### src/logic/noc_pkg.sv
// shared defaults and path state encoding for the tile network port
`default_nettype none

package noc_pkg;

    //////////////////////////////
    // default sizes
    //////////////////////////////

    // flit width in bits
    parameter int DEFAULT_DATA_WIDTH = 64;

    // flits the outbound path may have outstanding at the router
    parameter int DEFAULT_CREDITS = 4;

    // entries in the inbound queue
    parameter int DEFAULT_BUFFER_DEPTH = 4;

    //////////////////////////////
    // path state
    //////////////////////////////

    // open: a flit can be taken this cycle
    // blocked: sender out of credits, or buffer full
    typedef enum logic
    {
        PATH_OPEN    = 1'b0,
        PATH_BLOCKED = 1'b1
    } path_state_e;

endpackage : noc_pkg

`default_nettype wire

### src/logic/credit_sender.sv
// outbound path: takes valid/ready flits and sends them to the router under credit control
`timescale 1ns/10ps
`default_nettype none

module credit_sender #(
    parameter int DATA_WIDTH = noc_pkg::DEFAULT_DATA_WIDTH,
    parameter int CREDITS    = noc_pkg::DEFAULT_CREDITS
) (
    input  wire                   clk,
    input  wire                   reset,

    // processor side, valid/ready
    input  wire  [DATA_WIDTH-1:0] data_in,
    input  wire                   valid_in,
    output logic                  ready_in,

    // credit return from the router
    input  wire                   yummy_in,

    // router side, plain valid strobe
    output logic [DATA_WIDTH-1:0] data_out,
    output logic                  valid_out
);

    localparam int CNT_W = $clog2(CREDITS + 1);
    localparam logic [CNT_W-1:0] CREDIT_MAX = CNT_W'(CREDITS);

    logic [CNT_W-1:0]    credit_cnt;
    logic [CNT_W-1:0]    credit_cnt_next;
    noc_pkg::path_state_e state;
    noc_pkg::path_state_e state_next;
    logic                accept;

    //////////////////////////////
    // handshake
    //////////////////////////////

    // ready straight from the state flop, so no path from yummy to ready
    assign ready_in = (state == noc_pkg::PATH_OPEN);
    assign accept   = valid_in && ready_in;

    //////////////////////////////
    // credit counter
    //////////////////////////////

    // accept and yummy together cancel out
    always_comb
    begin
        credit_cnt_next = credit_cnt;
        if (accept && !yummy_in)
        begin
            credit_cnt_next = credit_cnt - 1'b1;
        end
        else if (yummy_in && !accept)
        begin
            credit_cnt_next = credit_cnt + 1'b1;
        end
    end

    assign state_next = (credit_cnt_next == '0) ? noc_pkg::PATH_BLOCKED : noc_pkg::PATH_OPEN;

    always_ff @(posedge clk)
    begin
        if (reset)
        begin
            credit_cnt <= CREDIT_MAX;
            state      <= noc_pkg::PATH_OPEN;
            valid_out  <= 1'b0;
        end
        else
        begin
            credit_cnt <= credit_cnt_next;
            state      <= state_next;
            // one-cycle strobe per accepted flit
            valid_out  <= accept;
        end
    end

    // flit register toward the router
    always_ff @(posedge clk)
    begin
        if (accept)
        begin
            data_out <= data_in;
        end
    end

    //////////////////////////////
    // checks
    //////////////////////////////

    // router returns no more credits than were handed out
    a_no_extra_yummy : assert property (
        @(posedge clk) disable iff (reset)
        !(yummy_in && credit_cnt == CREDIT_MAX)
    ) else $error("credit_sender: yummy with all credits already home");

    // processor holds an offered flit until it is taken
    a_valid_held : assert property (
        @(posedge clk) disable iff (reset)
        (valid_in && !ready_in) |=> valid_in
    ) else $error("credit_sender: valid_in dropped before acceptance");

endmodule : credit_sender

`default_nettype wire

### src/logic/flit_buffer.sv
// inbound path: queues router flits, serves them with valid/ready and returns yummy pulses
`timescale 1ns/10ps
`default_nettype none

module flit_buffer #(
    parameter int DATA_WIDTH   = noc_pkg::DEFAULT_DATA_WIDTH,
    parameter int BUFFER_DEPTH = noc_pkg::DEFAULT_BUFFER_DEPTH
) (
    input  wire                   clk,
    input  wire                   reset,

    // router side, plain valid strobe
    input  wire  [DATA_WIDTH-1:0] data_in,
    input  wire                   valid_in,
    output logic                  yummy_out,

    // processor side, valid/ready
    output logic [DATA_WIDTH-1:0] data_out,
    output logic                  valid_out,
    input  wire                   ready_out
);

    localparam int PTR_W = $clog2(BUFFER_DEPTH);
    localparam int CNT_W = $clog2(BUFFER_DEPTH + 1);
    localparam logic [PTR_W-1:0] LAST_SLOT  = PTR_W'(BUFFER_DEPTH - 1);
    localparam logic [CNT_W-1:0] FULL_COUNT = CNT_W'(BUFFER_DEPTH);

    logic [DATA_WIDTH-1:0] mem [BUFFER_DEPTH];
    logic [PTR_W-1:0]      wr_ptr;
    logic [PTR_W-1:0]      rd_ptr;
    logic [CNT_W-1:0]      count;
    logic [CNT_W-1:0]      count_next;
    noc_pkg::path_state_e  state;
    noc_pkg::path_state_e  state_next;
    logic                  push;
    logic                  pop;

    //////////////////////////////
    // queue control
    //////////////////////////////

    // a write into a full queue is dropped
    assign push = valid_in && (state == noc_pkg::PATH_OPEN);
    assign pop  = valid_out && ready_out;

    // head of queue shown whenever something is stored
    assign valid_out = (count != '0);
    assign data_out  = mem[rd_ptr];

    always_comb
    begin
        count_next = count;
        if (push && !pop)
        begin
            count_next = count + 1'b1;
        end
        else if (pop && !push)
        begin
            count_next = count - 1'b1;
        end
    end

    assign state_next = (count_next == FULL_COUNT) ? noc_pkg::PATH_BLOCKED : noc_pkg::PATH_OPEN;

    always_ff @(posedge clk)
    begin
        if (reset)
        begin
            wr_ptr    <= '0;
            rd_ptr    <= '0;
            count     <= '0;
            state     <= noc_pkg::PATH_OPEN;
            yummy_out <= 1'b0;
        end
        else
        begin
            if (push)
            begin
                wr_ptr <= (wr_ptr == LAST_SLOT) ? '0 : wr_ptr + 1'b1;
            end
            if (pop)
            begin
                rd_ptr <= (rd_ptr == LAST_SLOT) ? '0 : rd_ptr + 1'b1;
            end
            count     <= count_next;
            state     <= state_next;
            // one credit back to the router per consumed flit
            yummy_out <= pop;
        end
    end

    //////////////////////////////
    // storage
    //////////////////////////////

    always_ff @(posedge clk)
    begin
        if (push)
        begin
            mem[wr_ptr] <= data_in;
        end
    end

    // router keeps to its credits, so it never writes into a full queue
    a_no_write_when_full : assert property (
        @(posedge clk) disable iff (reset)
        valid_in |-> (state != noc_pkg::PATH_BLOCKED)
    ) else $error("flit_buffer: router wrote while the queue was full");

endmodule : flit_buffer

`default_nettype wire

### src/logic/noc_port.sv
// top level of the tile network port: outbound credit sender and inbound flit buffer
`timescale 1ns/10ps
`default_nettype none

module noc_port #(
    parameter int DATA_WIDTH   = noc_pkg::DEFAULT_DATA_WIDTH,
    parameter int CREDITS      = noc_pkg::DEFAULT_CREDITS,
    parameter int BUFFER_DEPTH = noc_pkg::DEFAULT_BUFFER_DEPTH
) (
    input  wire                   clk,
    input  wire                   reset,

    // outbound, processor side
    input  wire  [DATA_WIDTH-1:0] proc_out_data,
    input  wire                   proc_out_valid,
    output logic                  proc_out_ready,

    // outbound, router side
    output logic [DATA_WIDTH-1:0] net_out_data,
    output logic                  net_out_valid,
    input  wire                   net_out_yummy,

    // inbound, router side
    input  wire  [DATA_WIDTH-1:0] net_in_data,
    input  wire                   net_in_valid,
    output logic                  net_in_yummy,

    // inbound, processor side
    output logic [DATA_WIDTH-1:0] proc_in_data,
    output logic                  proc_in_valid,
    input  wire                   proc_in_ready
);

    //////////////////////////////
    // outbound path
    //////////////////////////////

    credit_sender #(
        .DATA_WIDTH (DATA_WIDTH),
        .CREDITS    (CREDITS)
    ) i_credit_sender (
        .clk       (clk),
        .reset     (reset),
        .data_in   (proc_out_data),
        .valid_in  (proc_out_valid),
        .ready_in  (proc_out_ready),
        .yummy_in  (net_out_yummy),
        .data_out  (net_out_data),
        .valid_out (net_out_valid)
    );

    //////////////////////////////
    // inbound path
    //////////////////////////////

    flit_buffer #(
        .DATA_WIDTH   (DATA_WIDTH),
        .BUFFER_DEPTH (BUFFER_DEPTH)
    ) i_flit_buffer (
        .clk       (clk),
        .reset     (reset),
        .data_in   (net_in_data),
        .valid_in  (net_in_valid),
        .yummy_out (net_in_yummy),
        .data_out  (proc_in_data),
        .valid_out (proc_in_valid),
        .ready_out (proc_in_ready)
    );

endmodule : noc_port

`default_nettype wire

### config.mk
export PLATFORM = sky130hd
export DESIGN_NAME = noc_port
export DESIGN_NICKNAME = d
export VERILOG_FILES = /design/src/logic/noc_pkg.sv /design/src/logic/credit_sender.sv /design/src/logic/flit_buffer.sv /design/src/logic/noc_port.sv
export SDC_FILE = /design/constraint.sdc
export NUM_CORES = 1
export LEC_CHECK = 0
export ABC_AREA = 1
export BUFFER_PORTS_ARGS = -buffer_cell sky130_fd_sc_hd__buf_4
export CAP_MARGIN = 5
export CORE_ASPECT_RATIO = 0.6
export CORE_MARGIN = 8
export CORE_UTILIZATION = 50
export DETAILED_ROUTE_END_ITERATION = 6
export PLACE_DENSITY_LB_ADDON = 0.25
export SYNTH_ARGS = -nofsm -noshare
export SYNTH_HDL_FRONTEND = slang
export SYNTH_HIERARCHICAL = 1
export SYNTH_SLANG_ARGS = --single-unit
### constraint.sdc
create_clock -name clk -period 6.4 [get_ports clk]
set_input_delay 1.28 -clock clk [delete_from_list [all_inputs] [get_ports clk]]
set_output_delay 1.28 -clock clk [all_outputs]
set_load 0.02 [all_outputs]
Yosys cells after proc, flatten, opt, wreduce, memory -nomap -nowiden
Memories as Yosys holds them, arrays and structs flattened. A register that Yosys moved wholly into a read port is not among the register bits.
Cells that the tools add are included.

word-level totals
  flip-flop bits (word level) = 78
  RAM bits = 256
  output and inout bits = 132
  logic and storage cells = 46
  memories = 1

memory list
  memory             depth  width  rd ports  clocked after memory_dff  write ports  RTL line           text
  i_flit_buffer.mem  4      64     1         1                         1            flit_buffer.sv:28  logic [DATA_WIDTH-1:0] mem [BUFFER_DEPTH];

cells by class
  add/subtract/negate cells = 6
  eq/ne operators = 3
  mux-type cells = 12
  bitwise gates (word level) = 2
  reduce and logical (&&, ||, !) cells = 13

operators by type and width
  operator                                          count
  two-way mux 3 bit                                 4
  two-way mux 2 bit                                 4
  logical AND 1 bit                                 7
  adder 3 x 1 -> 3 bit, second input constant       2
  subtractor 3 x 1 -> 3 bit, second input constant  2
  adder 2 x 1 -> 2 bit, second input constant       2
  equality test 2 bit, second input constant        2
  logical NOT 1 bit                                 4
  two-way mux 1 bit                                 4
  equality test 3 bit, second input constant        1
  logical NOT 3 bit                                 1
  nonzero test 3 bit                                1
  NOT 1 bit                                         2

Logic depth before layout (Yosys ltp)
Gate-level depths: netlist (run 1).

  word-level depth = 8
  mapped depth = 11

Modules after synthesis
The synthesis (run 1) kept the hierarchy.

modules (own cells, without submodules)
  module         instances  cells each  area an instance (um2)  seq. area each (um2)
  flit_buffer    1          693         10070.9                 7907.6
  credit_sender  1          106         2218.4                  2021.9

Least setup slack after synthesis (run 1)
OpenSTA, ideal clock, no wires.

  path type = input -> register
  from = input net_in_valid
  to = memory i_flit_buffer/mem[0][0] (netlist name) (enable)
  library setup time = 0.486 ns
  arrival time = 4.178 ns
  data required time = 5.914 ns
  setup slack = 1.735 ns
  stages on the path = 3
  path through = nand2_1 buf_4 nor2_1

on the way
  word-level cells in the longest chain between the ends = 3

ends and longest elaborated chain
  element                                  RTL line            text
  from (decl)                              noc_port.sv:25      input wire net_in_valid,
  logical AND 1 bit                        flit_buffer.sv:43   assign push = valid_in && (state == noc_pkg::PATH_OPEN);
  two-way mux 1 bit                        flit_buffer.sv:98   if (push)
  two-way mux 1 bit (not written as such)  flit_buffer.sv:100  mem[wr_ptr] <= data_in;
  to (decl)                                flit_buffer.sv:28

No other way between the ends.

==> flow_summary.json, run 1 <==
{
  "maxSlewHeadroom_pct": 24.37,
  "cp_slowest_cell": "inv_4",
  "yosysTopAreaCell": "edfxtp_1",
  "yosysMostFrequentCell": "edfxtp_1",
  "regArea_mm2": 0.009935,
  "totalWireLength_um": 28040,
  "ys_top_cells_by_count": "edfxtp_1 (320), nor2_1 (141), o21ai_0 (75)",
  "die_w_um": 218.4,
  "critPathTopFamily": "buffers and inverters",
  "synth.net_count": 943,
  "slew_violations": 0,
  "die_h_um": 137.4,
  "dp_hpwl_um": 17850,
  "drv_cap": 0,
  "synth-seq-cells": 336,
  "ctsHoldBuffers": 0,
  "cp.arrival_ps": 2900,
  "required_ps": 5120,
  "ir_worst_vdd_mv": 0.2492,
  "setup_slack_ps": 2217,
  "antenna_found_initial": 0,
  "rrSetupSlack_ps": 3790,
  "synth-async-reset-ratio_pct": 0,
  "path_cells": "inv_4, buf_4, nor2_1, o22ai_1, buf_4",
  "slowest_delay_ps": 660,
  "dp_slack_ps": 2696,
  "crit_type": "register to output port",
  "htreeDepth": 1,
  "area_growth_pct": 25.35,
  "nets": 1207,
  "grt_max_degree": 107,
  "wl_per_cell_um": 19.96,
  "cpMostUsedCell": "buf_4",
  "drc": 0,
  "ys_top_cells_by_area": "edfxtp_1 (78%), nor2_1 (4.3%), o22ai_1 (3.3%), o21ai_0 (3.1%), dfxtp_1 (2.6%)",
  "numCtsBuffers": 29,
  "finalCriticalPeriod_ps": 4183,
  "cts_root_buf": "clkbuf_16",
  "fin_tns_setup_ps": 0,
  "crit_path_max_fanout": 83,
  "fillCellCount": 1780,
  "fin_cells": 1405,
  "cts.sinks": 336,
  "vias_per_cell": 5.210,
  "leakage_nw": 5.751,
  "finalSetupViolations": 0,
  "overflow": 0,
  "grt_setup_unrepaired": "false",
  "ys_warn_count": 6,
  "pin_count": 266,
  "gp_congestion": 0.7531,
  "grt_pass1_vias": 7298,
  "cts_tree": "built",
  "start_util_pct": 50.85,
  "crit_end": "proc_in_data[34]",
  "worstRegToRegCells": 4,
  "grt_pass1_wl_um": 42380,
  "crit_buf_inv": 3,
  "worstMarginPinSlew_ps": 1132,
  "postCtsSetupRepairBufs": 0,
  "worstSetupPathDepth": 5,
  "core-area_mm2": 0.02417,
  "clkLatencyLatePin_ps": 550,
  "synth_ff_type": "edfxtp_1",
  "cp-end-kind": "output port",
  "drt_iter0_markers": 592,
  "postLayoutCoreUtil_pct": 63.74,
  "outcome": "completed",
  "cts_resized": 0,
  "firstDrtPassIters": 5,
  "row_count": 44,
  "finalCritPeriodShare_pct": 65.35,
  "clock-skew-final_ps": 10.44,
  "report.final.hold_viol_count": 0,
  "clock.fmax_mhz": 239.1,
  "antenna_left": 0,
  "cellPowerDensity_mw_per_mm2": 378.2,
  "reg2reg_from": "i_flit_buffer/state$_SDFF_PP0_",
  "syn_avg_cell_area_um2": 15.38,
  "synth_top_area_share_pct": 78.19,
  "track_usage_pct": 18.16,
  "worstSetupStartpointType": "register",
  "synth-edff-count": 320,
  "antenna_cells": 0,
  "ys_types": 25,
  "synth_seq_area_share_pct": 80.80,
  "placed_cells": 1354,
  "synth_area_mm2": 0.01229,
  "design.die.area_mm2": 0.03002,
  "multi_input_comb_area_mm2": 0.002001,
  "hp-class": "register to register",
  "port_buffers": 265,
  "path_clk_slew_ps": 70,
  "netlist_instances": 799,
  "holdPathStages": 2,
  "clockBufferDepth": 3,
  "r2r-end": "i_flit_buffer/mem[1][40]$_DFFE_PP_",
  "drive_above_1_share_pct": 31.21,
  "vias": 7320,
  "min-delay-start": "i_flit_buffer/rd_ptr[1]$_SDFFE_PP0N_"
}
## cell type report
| cell class | count | area share [%] |
|---|---|---|
| Tap cell | 322 | 2.615 |
| Multi-Input combinational cell | 394 | 12.99 |
| Inverter | 27 | 0.6741 |
| Sequential cell | 336 | 64.49 |
| Clock inverter | 17 | 0.9990 |
| Clock buffer | 34 | 4.833 |
| Timing Repair Buffer | 275 | 13.40 |
## layer usage
| layer | up-vias | part of all wire, % | global-route usage [%] |
|---|---|---|---|
| met5 | - | 0 | 0 |
| met4 | 0 | 1.4 | 3.197 |
| met3 | 42 | 6.6 | 4.342 |
| met2 | 200 | 49 | 29.98 |
| met1 | 3577 | 43 | 24.73 |
| li1 | 3501 | - | - |
## per-stage QoR
stage	hold slack (ps)	total power [mW]	instance area [µm²]
after floorplan	481.0	3.593	12290
after detailed placement	498.7	4.200	14510
after CTS	517.6	5.884	15400
final	515.2	5.826	15400
after global placement	496.9	4.176	14510
after global routing	539.9	6.095	15400
## how the worst min path moves through the flow
stage / endpoint
2_1_floorplan: register
3_3_place_gp: register
3_5_place_dp: register
4_1_cts: register
5_1_grt: register
6_report: register
## worst reg2reg max path, stage by stage (launching register included)
cell	delay, ps
dfxtp_1	300
inv_1	40
nand2_1	330
nor2_4	1010
buf_4	550
## state kept, by name, summed over array words and instances (netlist names), named ones only
name                        cells
i_credit_sender/data_out       64
i_flit_buffer/yummy_out         1
i_flit_buffer/wr_ptr            2
i_credit_sender/credit_cnt      3
i_flit_buffer/rd_ptr            2
i_flit_buffer/state             1
i_flit_buffer/count             3
i_credit_sender/state           1
i_flit_buffer/mem             256
i_credit_sender/valid_out       1
## cells in the final DEF, fill, tap and decap left out, drive strengths merged
| cell | count |
|---|---|
| a211oi | 1 |
| a21oi | 2 |
| buf | 275 |
| bufinv | 3 |
| clkbuf | 34 |
| clkinv | 14 |
| dfxtp | 16 |
| edfxtp | 320 |
| ha | 10 |
| inv | 27 |
| nand2 | 27 |
| nand3 | 14 |
| nand4 | 1 |
| nor2 | 143 |
| o211a | 1 |
| o21ai | 131 |
| o22ai | 64 |
## power breakdown
part	internal [mW]	switching, mW	leakage [nW]
Clock	0.947	0.743	0.449
Sequential	2.59	0.0539	3.11
Combinational	0.535	0.963	2.19
Total	4.07	1.76	5.75
## cell families (layout without fill, tap and decap cells)
logic type               Yosys count  count (layout)  synth area share, %
adder cells (fa/ha/maj)           10              10                1.018
buffers and inverters             69             353                3.207
flip-flops                       336             336                80.80
AO/OA/AOI/OAI                    199             199                8.817
AND/OR/NAND/NOR                  185             185                6.160
Note: power is estimated with default switching activity, not from simulation.
==> run 2: changes to the inputs <==
Settings changed: ABC_AREA 1 to 0, CORE_UTILIZATION 50 to 48.
Clock period 6.4 ns to 3.66 ns, I/O delays scaled along.
==> flow_summary.json, run 2 <==
{
  "final_common_cell": "edfxtp_1",
  "maxSlewHeadroom_pct": 34.39,
  "slew_violations": 0,
  "largest_reg_flops": 256,
  "power_mw": 9.797,
  "track_usage_pct": 17.12,
  "final_cell_mix": "edfxtp_1 (320), buf_4 (267), mux4_2 (64)",
  "largestRegisters": "i_flit_buffer/mem x256, i_credit_sender/data_out x64",
  "path_clk_slew_ps": 70,
  "hp-class": "primary input to register",
  "worstRegToRegCells": 2,
  "nets": 925,
  "vias_per_cell": 5.302,
  "cts.sinks": 336,
  "clock.fmax_mhz": 324.9,
  "port_buffers": 265,
  "netlist_instances": 495,
  "yosysMostFrequentCell": "edfxtp_1",
  "core-area_mm2": 0.02433,
  "drc": 0,
  "finalCritPeriodShare_pct": 84.09,
  "crit_type": "register to output port",
  "cts_tree": "built",
  "cp-end-kind": "output port",
  "pin_count": 266,
  "area_growth_pct": 27.97,
  "rrSetupSlack_ps": 1510,
  "finalCriticalPeriod_ps": 3078,
  "reg2reg_from": "i_flit_buffer/state$_SDFF_PP0_",
  "synth_area_mm2": 0.01198,
  "synth.net_count": 639,
  "antenna_left": 0,
  "cp.arrival_ps": 2350,
  "yosysTopAreaCell": "edfxtp_1",
  "clkLatencyLatePin_ps": 550,
  "htreeDepth": 1,
  "worstMarginPinSlew_ps": 984.1,
  "synth_seq_area_share_pct": 82.91,
  "start_util_pct": 49.22,
  "synth_top_area_share_pct": 80.23,
  "cellPowerDensity_mw_per_mm2": 639.3,
  "outcome": "completed",
  "dp_hpwl_um": 17770,
  "finalSetupViolations": 0,
  "cts_root_buf": "clkbuf_16",
  "dp_slack_ps": 975.9,
  "grt_setup_unrepaired": "false",
  "synth-edff-count": 320,
  "r2r-end": "i_flit_buffer/mem[2][52]$_DFFE_PP_",
  "gp_congestion": 0.7661,
  "setup_slack_ps": 582.3,
  "vias": 5959,
  "worstSetupStartpointType": "register",
  "grt_max_degree": 65,
  "drt_iter0_markers": 498,
  "required_ps": 2930,
  "synth_ff_type": "edfxtp_1",
  "die_h_um": 138.4,
  "top_register": "i_flit_buffer/mem",
  "grt_pass1_vias": 6455,
  "design_area_mm2": 0.01533,
  "totalWireLength_um": 26460,
  "row_count": 44,
  "ys_warn_count": 6,
  "ir_worst_vdd_mv": 0.4620,
  "ys_top_cells_by_count": "edfxtp_1 (320), mux4_2 (64), dfxtp_1 (16)",
  "postCtsSetupRepairBufs": 0,
  "ctsHoldBuffers": 0,
  "ys_types": 34,
  "place_area_mm2": 0.01441,
  "overflow": 0,
  "numCtsBuffers": 29,
  "drive_above_1_share_pct": 48.50,
  "clock-skew-final_ps": 16.31,
  "ys_top_cells_by_area": "edfxtp_1 (80%), mux4_2 (12%), dfxtp_1 (2.7%), ha_1 (1.0%), buf_2 (0.29%)",
  "grt_pass1_wl_um": 39720,
  "fin_tns_setup_ps": 0,
  "synth-async-reset-ratio_pct": 0,
  "wl_per_cell_um": 23.54,
  "synth-seq-cells": 336,
  "cts_resized": 0,
  "leakage_nw": 5.440,
  "drv_cap": 0,
  "clockBufferDepth": 3,
  "antenna_cells": 0,
  "crit_path_max_fanout": 25,
  "antenna_found_initial": 0,
  "firstDrtPassIters": 4,
  "report.final.hold_viol_count": 0,
  "crit_end": "proc_in_data[20]",
  "design.die.area_mm2": 0.03043,
  "syn_avg_cell_area_um2": 24.19,
  "die_w_um": 219.9
}
-- run 2: cell count changes after synthesis, sizes merged, moves of 11 or more --
| cell | before | now |
|---|---|---|
| o21ai | 131 | 3 |
| buf | 25 | 7 |
| o22ai | 64 | 0 |
| nand2 | 27 | 9 |
| inv | 26 | 10 |
| mux4 | 0 | 64 |
| nor2 | 143 | 7 |
| nand3 | 14 | 3 |
-- run 2: report_power, final --
part	total [mW]	internal, mW	switching [mW]
Clock	2.97	1.66	1.31
Sequential	4.73	4.54	0.190
Combinational	2.09	0.991	1.10
Total	9.80	7.19	2.61
-- run 2: final cells by class --
| cell class | instances | area (µm²) |
|---|---|---|
| Sequential cell | 336 | 9937 |
| Fill cell | 1716 | 9007 |
| Timing Repair Buffer | 271 | 2085 |
| Multi-Input combinational cell | 133 | 1951 |
| Clock buffer | 32 | 737.0 |
| Tap cell | 322 | 402.9 |
| Clock inverter | 20 | 176.4 |
| Inverter | 10 | 37.54 |
-- run 2: critical path, stage by stage, from the launching register on --
cell and delay (ps):
dfxtp_4 680, buf_4 350, mux4_2 570, buf_4 180
-- run 2: logic make-up (layout without fill, tap and decap cells) --
kind of cell / count (synthesis) / count (layout) / share of synthesized area (%)
compound gates: 17 / 17 / 0.9611
xor+xnor: 4 / 4 / 0.2925
flops: 336 / 336 / 82.91
buf+inv: 26 / 333 / 0.8879
mux: 65 / 65 / 12.12
fa+ha+maj: 10 / 10 / 1.045
simple gates: 37 / 37 / 1.786
-- run 2: worst min path at each step --
stage,from,end,slack [ps],cells after the start
6_report,proc_out_data[41],i_credit_sender/data_out[41]$_DFFE_PP_,360,1
5_1_grt,proc_out_data[17],i_credit_sender/data_out[17]$_DFFE_PP_,330,1
4_1_cts,proc_out_data[22],i_credit_sender/data_out[22]$_DFFE_PP_,330,1
3_5_place_dp,i_flit_buffer/rd_ptr[1]$_SDFFE_PP0N_,register,470,2
3_3_place_gp,i_flit_buffer/rd_ptr[1]$_SDFFE_PP0N_,register,450,2
2_1_floorplan,i_flit_buffer/rd_ptr[1]$_SDFFE_PP0N_,register,450,2
-- run 2: metrics by stage --
step / instances / hold slack (ps) / utilization [%]
after floorplan: 495 / 454.1 / -
after global placement: 1072 / 452.0 / 59.23
after detailed placement: 1072 / 469.6 / 59.23
after CTS: 1124 / 329.8 / 62.98
after global routing: 1124 / 327.2 / 62.98
final: 1124 / 359.6 / 62.98
-- run 2: routing by layer --
metal	track usage (%)	wire length (µm)	vias to the layer above
li1	-	-	2636
met1	22.57	10730	3133
met2	28.33	13540	157
met3	4.793	1788	33
met4	3.373	400	0
met5	0	0	-
==> run 3: changes to the inputs <==
Clock period 3.66 ns to 2.8 ns, I/O delays scaled along.
==> flow_summary.json, run 3 (synthesis gave the netlist of run 2 again) <==
{
  "ctsHoldBuffers": 0,
  "slowest_delay_ps": 600,
  "largest_reg_flops": 256,
  "numCtsBuffers": 30,
  "vias": 5983,
  "wl_met1_um": 11120,
  "antenna_left": 0,
  "final_cell_mix": "edfxtp_1 (320), buf_4 (268), mux4_2 (64)",
  "htreeDepth": 1,
  "firstDrtPassIters": 4,
  "leakage_nw": 5.491,
  "place_area_mm2": 0.01448,
  "required_ps": 2240,
  "cts_resized": 0,
  "wl_met2_um": 13130,
  "area_growth_pct": 28.87,
  "drv_cap": 0,
  "antenna_found_initial": 1,
  "finalCritPeriodShare_pct": 91.13,
  "fillCellCount": 1692,
  "finalCriticalPeriod_ps": 2552,
  "vias_per_cell": 5.295,
  "crit_path_max_fanout": 31,
  "antenna_cells": 0,
  "worstMarginPinSlew_ps": 789.2,
  "cts_tree": "built",
  "drc": 0,
  "cts_root_buf": "clkbuf_16",
  "slew_violations": 0,
  "top_layer": "met5",
  "grt_setup_unrepaired": "false",
  "crit_type": "register to output port",
  "totalWireLength_um": 26490,
  "ir_worst_vdd_mv": 0.5443,
  "port_buffers": 265,
  "track_usage_pct": 17.03,
  "start_util_pct": 49.22,
  "clock.fmax_mhz": 391.9,
  "p_seq_share_pct": 46.9,
  "overflow": 0,
  "clkLatencyLatePin_ps": 540,
  "grt_max_degree": 65,
  "finalSetupViolations": 0,
  "core-area_mm2": 0.02433,
  "clockPowerShare_pct": 30.8,
  "cp-end-kind": "output port",
  "cellPowerDensity_mw_per_mm2": 838.9,
  "wl_per_cell_um": 23.44,
  "design.die.area_mm2": 0.03043,
  "dp_hpwl_um": 17950,
  "cts.sinks": 336,
  "largestRegisters": "i_flit_buffer/mem x256, i_credit_sender/data_out x64",
  "cp.arrival_ps": 1990,
  "drive_above_1_share_pct": 48.51,
  "die_w_um": 219.9,
  "maxSlewHeadroom_pct": 47.39,
  "power.switching_mw": 3.404,
  "power_mw": 12.95,
  "min-delay-start": "proc_out_data[42]",
  "reg2reg_from": "i_flit_buffer/count[0]$_SDFF_PP0_",
  "fin_tns_setup_ps": 0,
  "clock-skew-final_ps": 5.941,
  "nets": 930,
  "path_cells": "buf_12, mux4_2, buf_4",
  "worstSetupStartpointType": "register",
  "pin_count": 266,
  "report.final.hold_viol_count": 0,
  "hp-class": "primary input to register",
  "internal_power_mw": 9.544,
  "die_h_um": 138.4,
  "cp_slowest_cell": "mux4_2",
  "met3_wirelength_um": 1935,
  "path_clk_slew_ps": 70,
  "row_count": 44,
  "design_area_mm2": 0.01543,
  "drt_iter0_markers": 385,
  "grt_pass1_wl_um": 39770,
  "final_common_cell": "edfxtp_1",
  "postCtsSetupRepairBufs": 0,
  "combPwrFrac_pct": 22.3,
  "top_register": "i_flit_buffer/mem",
  "outcome": "completed",
  "clockBufferDepth": 3,
  "grt_pass1_vias": 6343,
  "swShare_pct": 26.29,
  "gp_congestion": 0.7561
}
## run 3: routing by layer
layer,global-route usage (%),up-vias
met1,23.19,3130
li1,-,2642
met4,2.608,2
met5,0,-
met2,27.76,184
met3,4.684,25
## run 3: critical path, delay by kind of cell, from the launching register on
| kind | cells | cell delay (ps) |
|---|---|---|
| buffers and inverters | 2 | 440 |
| DFF | 1 | 370 |
| muxes | 1 | 600 |
## run 3: power groups by stage
stage               Combinational [mW]  Sequential (mW)  Clock, mW
finish                            2.89             6.07       3.99
global route                      3.09             6.11       4.25
CTS                               2.95             6.08       4.07
detailed placement                2.94             6.18          0
global placement                  2.88             6.16          0
floorplan                         1.60             6.23          0
## run 3: cell type report
class	instances	area, µm²	area share [%]
Sequential cell	336	9937	64.39
Timing Repair Buffer	275	2152	13.94
Multi-Input combinational cell	133	1951	12.64
Clock buffer	37	798.3	5.172
Tap cell	322	402.9	2.610
Clock inverter	17	155.1	1.005
Inverter	10	37.54	0.2432
## run 3: metrics by stage
step / std cells / hold slack [ps] / util (%) / worst slack [ps]
finish: 1130 / 193.4 / 63.43 / 248.2
global route: 1130 / 163.8 / 63.43 / 165.4
CTS: 1130 / 171.1 / 63.43 / 212.9
detailed placement: 1076 / 469.6 / 59.51 / 570.8
global placement: 1076 / 461.4 / 59.51 / 622.3
floorplan: 495 / 454.1 / - / 238.0
## run 3: final timing paths
path,slack (ps),endpoint,depth (start not counted)
worst min register to register,480,register,2
worst max-delay path,250,proc_in_data[22],3
worst max register to register,830,i_flit_buffer/state$_SDFF_PP0_,7
worst min-delay path,190,i_credit_sender/data_out[42]$_DFFE_PP_,1
